`config.mk`:
```
export PLATFORM = sky130hd
export DESIGN_NAME = t05_least_finder
export DESIGN_NICKNAME = d
export VERILOG_FILES = /design/src/hdl/t05_huff_pkg.sv /design/src/hdl/t05_least_finder.sv
export SDC_FILE = /design/constraint.sdc
export NUM_CORES = 1
export LEC_CHECK = 0
export BUFFER_PORTS_ARGS = -buffer_cell sky130_fd_sc_hd__clkbuf_2
export CORE_UTILIZATION = 30
export DETAILED_ROUTE_END_ITERATION = 8
export PLACE_DENSITY = 0.61
export SLEW_MARGIN = 40
export SYNTH_ARGS = -nofsm -noshare
export SYNTH_HDL_FRONTEND = slang
export SYNTH_SLANG_ARGS = --single-unit
```
`constraint.sdc`:
```
create_clock -name hwclk -period 5.9 [get_ports hwclk]
set_clock_uncertainty 0.15 [all_clocks]
set_input_delay 1.18 -clock hwclk [delete_from_list [all_inputs] [get_ports hwclk]]
set_output_delay 1.18 -clock hwclk [all_outputs]
set_load 0.02 [all_outputs]
```
`src/hdl/t05_huff_pkg.sv`:
```
package t05_huff_pkg;

  // Table geometry
  localparam int NUM_CHARS = 256;
  localparam int NUM_PAIRS = NUM_CHARS / 2;
  localparam int PAIR_W    = $clog2(NUM_PAIRS);

  // Counter widths
  localparam int COUNT_W = 16;
  localparam int TOTAL_W = 24;

  typedef logic [7:0]         char_t;
  typedef logic [COUNT_W-1:0] count_t;

  // Saturation point of one frequency counter
  localparam count_t COUNT_MAX = '1;

  typedef struct packed {
    logic   valid;
    char_t  code;
    count_t count;
  } hist_entry_t;

  typedef struct packed {
    hist_entry_t least1;
    hist_entry_t least2;
  } least_pair_t;

  typedef struct packed {
    hist_entry_t even_entry;
    hist_entry_t odd_entry;
    logic        last;
  } scan_beat_t;

  // Ordering rule: smaller count first, then smaller code; invalid ranks last
  function automatic logic entry_lower(hist_entry_t a, hist_entry_t b);
    if (!a.valid) return 1'b0;
    if (!b.valid) return 1'b1;
    if (a.count != b.count) return a.count < b.count;
    return a.code < b.code;
  endfunction

endpackage

```
`src/hdl/t05_least_finder.sv`:
```
`timescale 1ns/10ps
module t05_least_finder (
  input  logic                      hwclk,
  input  logic                      arst_n_i,
  input  t05_huff_pkg::hist_entry_t entry_i,
  input  logic                      entry_valid_i,
  input  logic                      last_i,
  output t05_huff_pkg::least_pair_t pair_o,
  output logic                      pair_valid_o
);
  import t05_huff_pkg::*;

  least_pair_t pair_q;
  least_pair_t base_pair;
  least_pair_t next_pair;

  // High between the first and the last beat of a scan
  logic        in_scan_q;
  logic        pair_valid_q;

  // Insert the incoming entry into the running pair
  always_comb begin
    // First beat starts from an empty pair
    base_pair = in_scan_q ? pair_q : '0;
    next_pair = base_pair;

    if (entry_i.valid) begin
      if (entry_lower(entry_i, base_pair.least1)) begin
        next_pair.least2 = base_pair.least1;
        next_pair.least1 = entry_i;
      end else if (entry_lower(entry_i, base_pair.least2)) begin
        // Equal entry with a later code stays behind
        next_pair.least2 = entry_i;
      end
    end
  end

  always_ff @(posedge hwclk) begin
    if (entry_valid_i) begin
      pair_q <= next_pair;
    end
  end

  always_ff @(posedge hwclk or negedge arst_n_i) begin
    if (!arst_n_i) begin
      in_scan_q    <= 1'b0;
      pair_valid_q <= 1'b0;
    end else begin
      pair_valid_q <= entry_valid_i && last_i;
      if (entry_valid_i) begin
        in_scan_q <= !last_i;
      end
    end
  end

  assign pair_o       = pair_q;
  assign pair_valid_o = pair_valid_q;

endmodule

```
==> impl_summary.md <==
Power
The combinational cell fraction of total power is 0.296. Summed over all nets, the switching power comes to 371.7 µW. The part of the power in registers is 0.423. The leakage power total is 0.001880 µW. The clock group share of total power is 0.280. The peak supply drop is 0.1205 mV.

Of the total power, the share spent switching nets is 0.3309. In this run the power density over the cells is 247.2 mW/mm². The total chip power is 1123 µW. The internal portion of the total power is 751.6 µW.

STA
In the final timing run, aggregate negative setup slack is 0 ns. Headroom to the max-slew limit came out at 0.5125. The fmax is 0.2458 GHz. Setup repair after global routing left no endpoint under its margin. The worst-margin pin slew is 0.7313 ns. The number of hold violations in the final report was 0. The clock period minus final worst setup slack is 4.068 ns. The number of max-slew violations in the final report is 0. The final clock period utilization by the worst path is 0.6895. Setup violations remaining at the end of the flow were counted as 0.

Place
The weighted congestion reported at the end of routability-driven placement is 0.7826. Port buffering added 79 buffers. The half-perimeter wire length after detailed placement is 7368 µm.

Floorplan
In this run the vertical extent of the chip is 115.0 µm. The standard-cell row count is 40. For this configuration, the core starts out at a cell density of 0.3135. The area of the die is 0.01322 mm².

The core area is 0.01221 mm². 80 I/O pins were placed. Measured along the x axis, the die boundary spans 115.0 µm.

Status
The flow ran to the end, and the final reports show no timing, DRC or antenna violations.

Worst setup path
The worst register-to-register path has a depth of 11. The minimum setup slack among reg-to-reg paths is 1.83 ns. The critical path capture point type is a flip-flop. The data arrival time at the worst-slack endpoint is 3.93 ns.

In this run the worst setup path begins at in_scan_q. The launch instance of the worst register-to-register path is in_scan_q. The setup path with the least slack is of type reg2reg. The required time reported for the critical path endpoint is 5.76 ns. Of all nets on the critical path, the largest fanout is 20.

The category of the worst setup path launch point is a flip-flop. The worst register-to-register path ends at pair_o[5].

Final layout
Measured on the finished design, the core utilization comes to 0.3721. Of the cells placed in the final design, the portion with a size suffix greater than 1 is 0.2729. From synthesis to final layout, the design area changed by 18.69%. The net count of the finished layout is 521. The total of fill cells in the finished design is 1266. The number of antenna diodes in the final layout is 0.

Clock network
The clock root buffer master is sky130_fd_sc_hd__clkbuf_16. The post-cts hold buffer count is 0. After clock tree synthesis, the clock-pin slew on the worst setup and hold paths is 0.08 ns. The later pin in the worst-skew pair is clocked with a latency of 0.30 ns. The quantity of gates resized following cts is 0. The buffer depth of the longest clock path is 2. The post-CTS setup buffer count is 0. The clock tree synthesis step divided the H-tree into 2 levels. TritonCTS created 5 clock buffers. CTS saw 52 sinks. TritonCTS built the clock tree.

Routing
For this run, design rule violations remaining after detail routing come to 0. The total wire length is 10080 µm. The iteration count of the initial detailed-routing pass is 4.

For this block, the initial DRC count from the detailed router was 142. Once detail routing completed, the nets flagged for antenna violations numbered 0. In the routed layout, each cell is associated on average with a via count of 5.145.

In the final routed layout, each cell accounts on average for 16.39 µm. Summing over every cut layer, the via total after detailed routing is 3164.

Logic synthesis
By count the netlist is led by sky130_fd_sc_hd__nand2_1 (56), sky130_fd_sc_hd__edfxtp_1 (50), sky130_fd_sc_hd__ha_1 (46). The net count after synthesis is 451. The number of instances in the synthesized netlist is 376. Synthesis inferred 52 register bits. Of the post-synthesis cell area, the dominant cell type holds 0.3922. The part of the Yosys area used for sequential elements is 0.4052.

The number of different library cells used by synthesis comes to 38. A synthesized cell averages 10.18 µm². Among all cell types in the netlist, the one instantiated most often is sky130_fd_sc_hd__nand2_1. The post-synthesis cell type with the largest combined area is sky130_fd_sc_hd__edfxtp_1.

The cell area that synthesis handed to floorplanning was 0.003829 mm². The number of synthesized flops with an enable pin is 50. Among all flip-flop cells after synthesis, the most frequent one is sky130_fd_sc_hd__edfxtp_1.

The number of warnings reported in the yosys synthesis log is 0. After synthesis, the cell types taking the most area are sky130_fd_sc_hd__edfxtp_1 (39%), sky130_fd_sc_hd__ha_1 (15%), sky130_fd_sc_hd__mux2_2 (6.8%). For this run, asynchronously set or reset flops after synthesis account for 0.03846.

GRT
The overall global routing resource usage is 0.1570. The first global-routing pass estimated 16140 µm of wire. The final global-route overflow total is 0. The number of antenna violations at the first check in global routing is 0. The maximum number of pins on one net before global-route repair is 53. The number of global-route vias before repair is 3150.

Run
The reported max-cap violation count is 0.

Min path
The worst hold path belongs to the class in2async.
-- worst max path at each step --
| stage | cells past startpoint | end |
|---|---|---|
| 5_1_grt | 11 | pair_o[19] |
| 3_5_place_dp | 9 | pair_o[19] |
| 3_3_place_gp | 8 | pair_o[40] |
| 4_1_cts | 11 | pair_o[19] |
| 6_report | 11 | pair_o[5] |
| 2_1_floorplan | 8 | pair_o[29] |
-- sequential cells by signal (all words and copies together) (netlist names) --
signal        count
pair_valid_o      1
pair_o           50
in_scan_q         1
-- cell families after synthesis --
family / after synthesis / synth area share
AO/OA/AOI/OAI: 88 / 0.1739
buffers and inverters: 49 / 0.05359
flip-flops: 52 / 0.4052
adder cells (fa/ha/maj): 46 / 0.1503
AND/OR/NAND/NOR: 116 / 0.1438
multiplexers: 25 / 0.07320
-- stage by stage --
stage	instances	instance area (µm²)	worst slack, ns	hold slack, ns
after floorplan	376	3829	2.379	0.6033
after global placement	606	4372	1.711	0.4899
after detailed placement	607	4389	1.731	0.5234
after CTS	615	4543	1.820	0.4994
after global routing	615	4544	1.550	0.4933
final	615	4544	1.832	0.5039
-- layout by cell type, fill, tap and decap left out, types with 2 or more instances in the layout --
cell and instances:
sky130_fd_sc_hd__ha_1 46, sky130_fd_sc_hd__nand2_1 56, sky130_fd_sc_hd__a21oi_1 15, sky130_fd_sc_hd__inv_1 26
sky130_fd_sc_hd__o31a_1 2, sky130_fd_sc_hd__dfrtp_1 2, sky130_fd_sc_hd__nor2b_1 3, sky130_fd_sc_hd__clkbuf_2 78
sky130_fd_sc_hd__clkbuf_16 5, sky130_fd_sc_hd__o211ai_1 26, sky130_fd_sc_hd__nand3_1 2, sky130_fd_sc_hd__buf_4 6
sky130_fd_sc_hd__and2_1 26, sky130_fd_sc_hd__o21ai_0 8, sky130_fd_sc_hd__edfxtp_1 50, sky130_fd_sc_hd__o221ai_1 24
sky130_fd_sc_hd__mux2_2 23, sky130_fd_sc_hd__nand2b_1 2, sky130_fd_sc_hd__nor4_1 2, sky130_fd_sc_hd__clkinvlp_4 2
sky130_fd_sc_hd__nand4_1 9, sky130_fd_sc_hd__o31ai_1 2, sky130_fd_sc_hd__nor2_1 14
-- power groups by stage --
stage / registers (µW) / logic (µW) / clock network (µW)
3_5_place_dp: 484 / 334 / 0
6_report: 476 / 333 / 315
2_1_floorplan: 521 / 184 / 0
4_1_cts: 476 / 336 / 317
5_1_grt: 481 / 372 / 334
3_3_place_gp: 483 / 325 / 0
-- layer usage --
layer	vias to the layer above	wire length, µm	global-route usage
li1	1558	-	-
met1	1515	4695	0.2038
met2	84	4755	0.2655
met3	7	505	0.03005
met4	0	124	0.04416
met5	-	0	0
-- worst max-delay path: stages (launching register included) --
cell	delay (ns)
sky130_fd_sc_hd__dfrtp_1	0.70
sky130_fd_sc_hd__buf_4	0.33
sky130_fd_sc_hd__and2_1	0.20
sky130_fd_sc_hd__inv_1	0.05
sky130_fd_sc_hd__ha_1	0.29
sky130_fd_sc_hd__nand4_1	0.16
sky130_fd_sc_hd__nor2_1	0.08
sky130_fd_sc_hd__a221o_1	0.36
sky130_fd_sc_hd__o31a_1	0.36
sky130_fd_sc_hd__a41oi_2	0.63
sky130_fd_sc_hd__buf_4	0.33
sky130_fd_sc_hd__o221ai_1	0.14
-- final cells by class --
cell class                      count  area, µm²  share of cell area
Multi-Input combinational cell    275       2073              0.4562
Clock inverter                      2      15.01            0.003304
Tap cell                          168      210.2             0.04626
Inverter                           26      97.59             0.02148
Clock buffer                        6      138.9             0.03056
Timing Repair Buffer               86      457.9              0.1008
Sequential cell                    52       1551              0.3414
Note: power is estimated with default switching activity, not from simulation.
