===== src/hdl/t05_huff_pkg.sv =====
package t05_huff_pkg;

  // Table geometry
  localparam int NUM_CHARS = 256;
  localparam int NUM_PAIRS = NUM_CHARS / 2;
  localparam int PAIR_W    = $clog2(NUM_PAIRS);

  // Counter widths
  localparam int COUNT_W = 16;
  localparam int TOTAL_W = 24;

  typedef logic [7:0]         char_t;
  typedef logic [COUNT_W-1:0] count_t;

  // Saturation point of one frequency counter
  localparam count_t COUNT_MAX = '1;

  typedef struct packed {
    logic   valid;
    char_t  code;
    count_t count;
  } hist_entry_t;

  typedef struct packed {
    hist_entry_t least1;
    hist_entry_t least2;
  } least_pair_t;

  typedef struct packed {
    hist_entry_t even_entry;
    hist_entry_t odd_entry;
    logic        last;
  } scan_beat_t;

  // Ordering rule: smaller count first, then smaller code; invalid ranks last
  function automatic logic entry_lower(hist_entry_t a, hist_entry_t b);
    if (!a.valid) return 1'b0;
    if (!b.valid) return 1'b1;
    if (a.count != b.count) return a.count < b.count;
    return a.code < b.code;
  endfunction

endpackage


===== src/hdl/t05_least_merge.sv =====
`timescale 1ns/10ps
module t05_least_merge (
  input  logic                      hwclk,
  input  logic                      arst_n_i,
  input  t05_huff_pkg::least_pair_t even_pair_i,
  input  t05_huff_pkg::least_pair_t odd_pair_i,
  input  logic                      pair_valid_i,
  output t05_huff_pkg::least_pair_t least_o,
  output logic                      done_o
);
  import t05_huff_pkg::*;

  least_pair_t merged;
  least_pair_t least_q;
  logic        done_q;
  logic        odd_first;

  // Each lane arrives sorted, so a two-way merge ranks all four
  always_comb begin
    // Ties across lanes fall to the smaller code
    odd_first = entry_lower(odd_pair_i.least1, even_pair_i.least1);

    if (odd_first) begin
      merged.least1 = odd_pair_i.least1;
      if (entry_lower(even_pair_i.least1, odd_pair_i.least2)) begin
        merged.least2 = even_pair_i.least1;
      end else begin
        merged.least2 = odd_pair_i.least2;
      end
    end else begin
      merged.least1 = even_pair_i.least1;
      if (entry_lower(odd_pair_i.least1, even_pair_i.least2)) begin
        merged.least2 = odd_pair_i.least1;
      end else begin
        merged.least2 = even_pair_i.least2;
      end
    end
  end

  // Result held until the next scan completes
  always_ff @(posedge hwclk or negedge arst_n_i) begin
    if (!arst_n_i) begin
      least_q <= '0;
      done_q  <= 1'b0;
    end else begin
      done_q <= pair_valid_i;
      if (pair_valid_i) begin
        least_q <= merged;
      end
    end
  end

  assign least_o = least_q;
  assign done_o  = done_q;

endmodule


===== config.mk =====
export PLATFORM = sky130hd
export DESIGN_NAME = t05_least_merge
export DESIGN_NICKNAME = d
export VERILOG_FILES = /design/src/hdl/t05_huff_pkg.sv /design/src/hdl/t05_least_merge.sv
export SDC_FILE = /design/constraint.sdc
export NUM_CORES = 1
export LEC_CHECK = 0
export BUFFER_PORTS_ARGS = -buffer_cell sky130_fd_sc_hd__buf_2
export CORE_ASPECT_RATIO = 0.9
export CORE_UTILIZATION = 30
export DETAILED_ROUTE_END_ITERATION = 10
export GPL_ROUTABILITY_DRIVEN = 0
export GPL_TIMING_DRIVEN = 1
export PLACE_DENSITY = 0.52
export SLEW_MARGIN = 0
export SYNTH_ARGS = -nofsm -noshare
export SYNTH_HDL_FRONTEND = slang
export SYNTH_SLANG_ARGS = --single-unit

===== constraint.sdc =====
create_clock -name hwclk -period 1.29 [get_ports hwclk]
set_input_delay 0.129 -clock hwclk [delete_from_list [all_inputs] [get_ports hwclk]]
set_output_delay 0.129 -clock hwclk [all_outputs]
set_load 0.03 [all_outputs]

==> impl_metrics.env <==
export IMPL_wl_per_cell_um=19.1
export IMPL_root_buffer="clkbuf_16"
export IMPL_synthFlopType="dfrtp_1"
export IMPL_combPwrFrac=0.532
export IMPL_crit_arrival_ns=2.37
export IMPL_min_path_type="input pin to register"
export IMPL_clock_latency_ns=0.31
export IMPL_fill_cells=1548
export IMPL_setup_viol=48
export IMPL_p_int_mw=4.33
export IMPL_hold_viol=0
export IMPL_cts_sinks=51
export IMPL_gr_total_overflow=0
export IMPL_p_leak_nw=4.17
export IMPL_ios=154
export IMPL_crit_chain="buf_8 > buf_12 > ha_4 > nand4_1 > nor4_4 > or4b_4 > o22ai_4 > buf_8 > buf_12 > buf_12 > buf_4 > o311ai_2 > o221ai_1"
export IMPL_synth_nets=760
export IMPL_cts_tree="done"
export IMPL_use_met3=0.0349
export IMPL_critical_path_class="input pin to register"
export IMPL_die_h_um=128
export IMPL_period_minus_slack_ns=2.19
export IMPL_endpoint_kind="register"
export IMPL_die_area_um2=18000
export IMPL_slew_viol_final=0
export IMPL_dp_hpwl_um=15000
export IMPL_ir_drop_v=0.000644
export IMPL_outcome="finished with violations"
export IMPL_ff2ff_path_depth=1
export IMPL_final_period_utilization=1.70
export IMPL_violations="negative setup slack"
export IMPL_grt_usage=0.240
export IMPL_powerDensity_nw_per_um2=783
export IMPL_wirelength_um=21400
export IMPL_num_vias=5792
export IMPL_reg2reg_to="least_o[24]$_DFFE_PN0P_"
export IMPL_clkSlewWorstSetupHoldPaths_ns=0.08
export IMPL_synthCells=588
export IMPL_cts_buffers_inserted=5
export IMPL_path_common_cell="buf_12"
export IMPL_tightest_slew_ns=0.436
export IMPL_grt_pass1_wl_um=32800
export IMPL_syn2layout_area_growth_pct=74.4
export IMPL_holdWs_ns=0.133
export IMPL_core_area_um2=17000
export IMPL_drc_errors=0
export IMPL_antenna_found_initial=0
export IMPL_syn_cell_area_um2=5250
export IMPL_worst_ep_required_time_ns=1.47
export IMPL_cts_buffer_depth=2
export IMPL_yosysWarnings=0
export IMPL_multi_input_area_um2=4240
export IMPL_ant_nets=0
export IMPL_rsz0062_at_grt="yes"
export IMPL_viasPerCell=5.15
export IMPL_first_global_vias=6056
export IMPL_ys_ff_latch=51
export IMPL_stdcell_area_um2=9150
export IMPL_seqCellArea_um2=1280
export IMPL_cp_slowest_cell="nor4_4"
export IMPL_avgSynthCellArea_um2=8.93
export IMPL_ys_seq_area_frac=0.243
export IMPL_yosysUniqueCellTypes=54
export IMPL_start_util=0.309
export IMPL_dr_pass1_iters=4
export IMPL_max_stage_delay_ns=0.46
export IMPL_dpl_cell_area_um2=7680
export IMPL_synth_edff_count=0
export IMPL_n_antenna_cell=0
export IMPL_crit_fanout=6
export IMPL_final_net_count=1060
export IMPL_max_slew_margin=0.709
export IMPL_async_reset_ff_frac=1.00
export IMPL_die_width_um=141
export IMPL_r2r_slack_ns=0.55
export IMPL_crit_path_start_kind="input pin"
export IMPL_maxCapViolCount=0
export IMPL_rows=45
export IMPL_post_place_ws_ns=-1.39
export IMPL_grt_max_degree=52
export IMPL_endpoint="least_o[0]$_DFFE_PN0P_"
export IMPL_p_clk_frac=0.195
export IMPL_netSwitchingPower_mw=2.84
export IMPL_use_met2=0.388
export IMPL_drive_gt1_frac=0.553
export IMPL_htreeDepth=2
export IMPL_grt_use_met1=0.322
export IMPL_portBuffers=153
export IMPL_p_seq_frac=0.273
export IMPL_crit_start="odd_pair_i[36]"
export IMPL_drtIter0Drc=323
export IMPL_skew_ns=0
export IMPL_setup_tns_final_ns=-39.70
export IMPL_fmax_mhz=456
export IMPL_reg2reg_from="least_o[24]$_DFFE_PN0P_"
export IMPL_layout_setup_ws_ns=-0.904
export IMPL_swShare=0.396
export IMPL_grt_busiest_layer="met2"
[per-stage QoR]
step	util	cells	power, mW
after floorplan	-	588	3.83
after global placement	0.452	1070	5.04
after detailed placement	0.452	1070	5.09
after CTS	0.516	1110	7.07
after global routing	0.538	1124	7.58
final	0.538	1124	7.17
[worst min path at each step]
stage / from / cells after the start / end
after floorplan: arst_n_i / 0 / done_o$_DFF_PN0_
after global placement: arst_n_i / 2 / least_o[27]$_DFFE_PN0P_
after detailed placement: arst_n_i / 2 / least_o[27]$_DFFE_PN0P_
after CTS: even_pair_i[6] / 3 / least_o[6]$_DFFE_PN0P_
after global routing: even_pair_i[19] / 3 / least_o[19]$_DFFE_PN0P_
final: even_pair_i[33] / 3 / least_o[33]$_DFFE_PN0P_
[layout by cell type (no fill, tap or decap), types with 2 or more instances in the layout]
cell type,netlist,final
a2111oi_2,0,2
a211oi_1,27,5
a211oi_2,0,21
a21o_1,2,2
a21oi_1,42,38
a21oi_2,1,5
buf_12,4,19
buf_2,5,111
buf_4,3,132
buf_6,3,52
buf_8,0,15
clkbuf_1,13,2
clkbuf_16,1,5
dfrtp_1,51,51
ha_1,69,30
ha_4,0,39
inv_1,93,56
inv_2,0,19
inv_4,0,16
mux2i_1,48,38
mux2i_2,0,7
mux2i_4,0,3
nand2_1,9,8
nand2b_4,0,2
nand3_1,2,2
nand4_1,12,12
nand4_4,0,2
nor2_1,64,64
nor2b_1,7,7
nor3_1,3,2
o2111a_1,24,24
o211ai_1,3,3
o21a_4,1,3
o21ai_0,9,7
o21ai_1,4,5
o221ai_1,24,23
o311ai_1,24,8
o311ai_2,0,16
[critical path: cells and delay by family]
family,cells,cell delay (ns)
compound gates,3,0.29
fa+ha+maj,1,0.26
buf+inv,6,0.77
simple gates,3,0.91
[power by group through the flow]
stage | registers, mW | logic, mW | clock network, mW
after global placement | 1.98 | 3.06 | 0
after CTS | 1.96 | 3.68 | 1.43
final | 1.96 | 3.81 | 1.40
after detailed placement | 1.99 | 3.11 | 0
after floorplan | 2.44 | 1.39 | 0
after global routing | 1.99 | 4.09 | 1.49
[what timing repair did]
action                                  4_1_cts  5_1_grt
buffers inserted                             25       19
gates cloned                                  7        1
hold buffers                                  1        0
pin swaps                                    42       50
endpoints found under the setup margin       48       48
gates resized for setup                     129       76
endpoints found under the hold margin        51        0
[synth_stat cells, types with 2 or more instances]
| library cell | count | area [um^2] |
|---|---|---|
| a2111oi_0 | 3 | 26.3 |
| a211oi_1 | 27 | 203 |
| a21o_1 | 2 | 15.0 |
| a21oi_1 | 42 | 210 |
| a31oi_1 | 2 | 12.5 |
| buf_12 | 4 | 80.1 |
| buf_2 | 5 | 25.0 |
| buf_4 | 3 | 22.5 |
| buf_6 | 3 | 33.8 |
| clkbuf_1 | 13 | 48.8 |
| clkbuf_8 | 8 | 110 |
| dfrtp_1 | 51 | 1280 |
| ha_1 | 69 | 863 |
| inv_1 | 93 | 349 |
| mux2i_1 | 48 | 480 |
| nand2_1 | 9 | 33.8 |
| nand2b_1 | 2 | 12.5 |
| nand3_1 | 2 | 10.0 |
| nand4_1 | 12 | 75.1 |
| nand4_2 | 2 | 25.0 |
| nor2_1 | 64 | 240 |
| nor2b_1 | 7 | 43.8 |
| nor3_1 | 3 | 15.0 |
| o2111a_1 | 24 | 270 |
| o211ai_1 | 3 | 22.5 |
| o21ai_0 | 9 | 45.0 |
| o21ai_1 | 4 | 20.0 |
| o221ai_1 | 24 | 210 |
| o311ai_1 | 24 | 210 |
| or3_1 | 2 | 12.5 |
[sequential cells by signal, indices dropped and copies added, names as in the netlist]
signal   count
least_o     50
done_o       1
[logic make-up (layout without fill, tap and decap cells)]
kind of cell             count (synthesis)  count (layout)  synth area share
AND/OR/NAND/NOR                        110             110            0.0999
AO/OA/AOI/OAI                          175             177             0.259
buffers and inverters                  134             433             0.140
adder cells (fa/ha/maj)                 69              69             0.164
flip-flops                              51              51             0.243
multiplexers                            49              49            0.0937
[layout make-up]
type	count	share of cell area
well taps	235	0.0321
inverters	94	0.0466
repair buffers	331	0.304
multi-input cells	405	0.463
clock inverters	1	0.000547
clock buffers	7	0.0145
flip-flops and latches	51	0.139
[metal layers]
metal,part of all wire,vias up
met3,0.052,26
met1,0.45,2801
met2,0.47,174
li1,-,2791
met4,0.021,0
met5,0,-
Note: power is estimated with default switching activity, not from simulation.
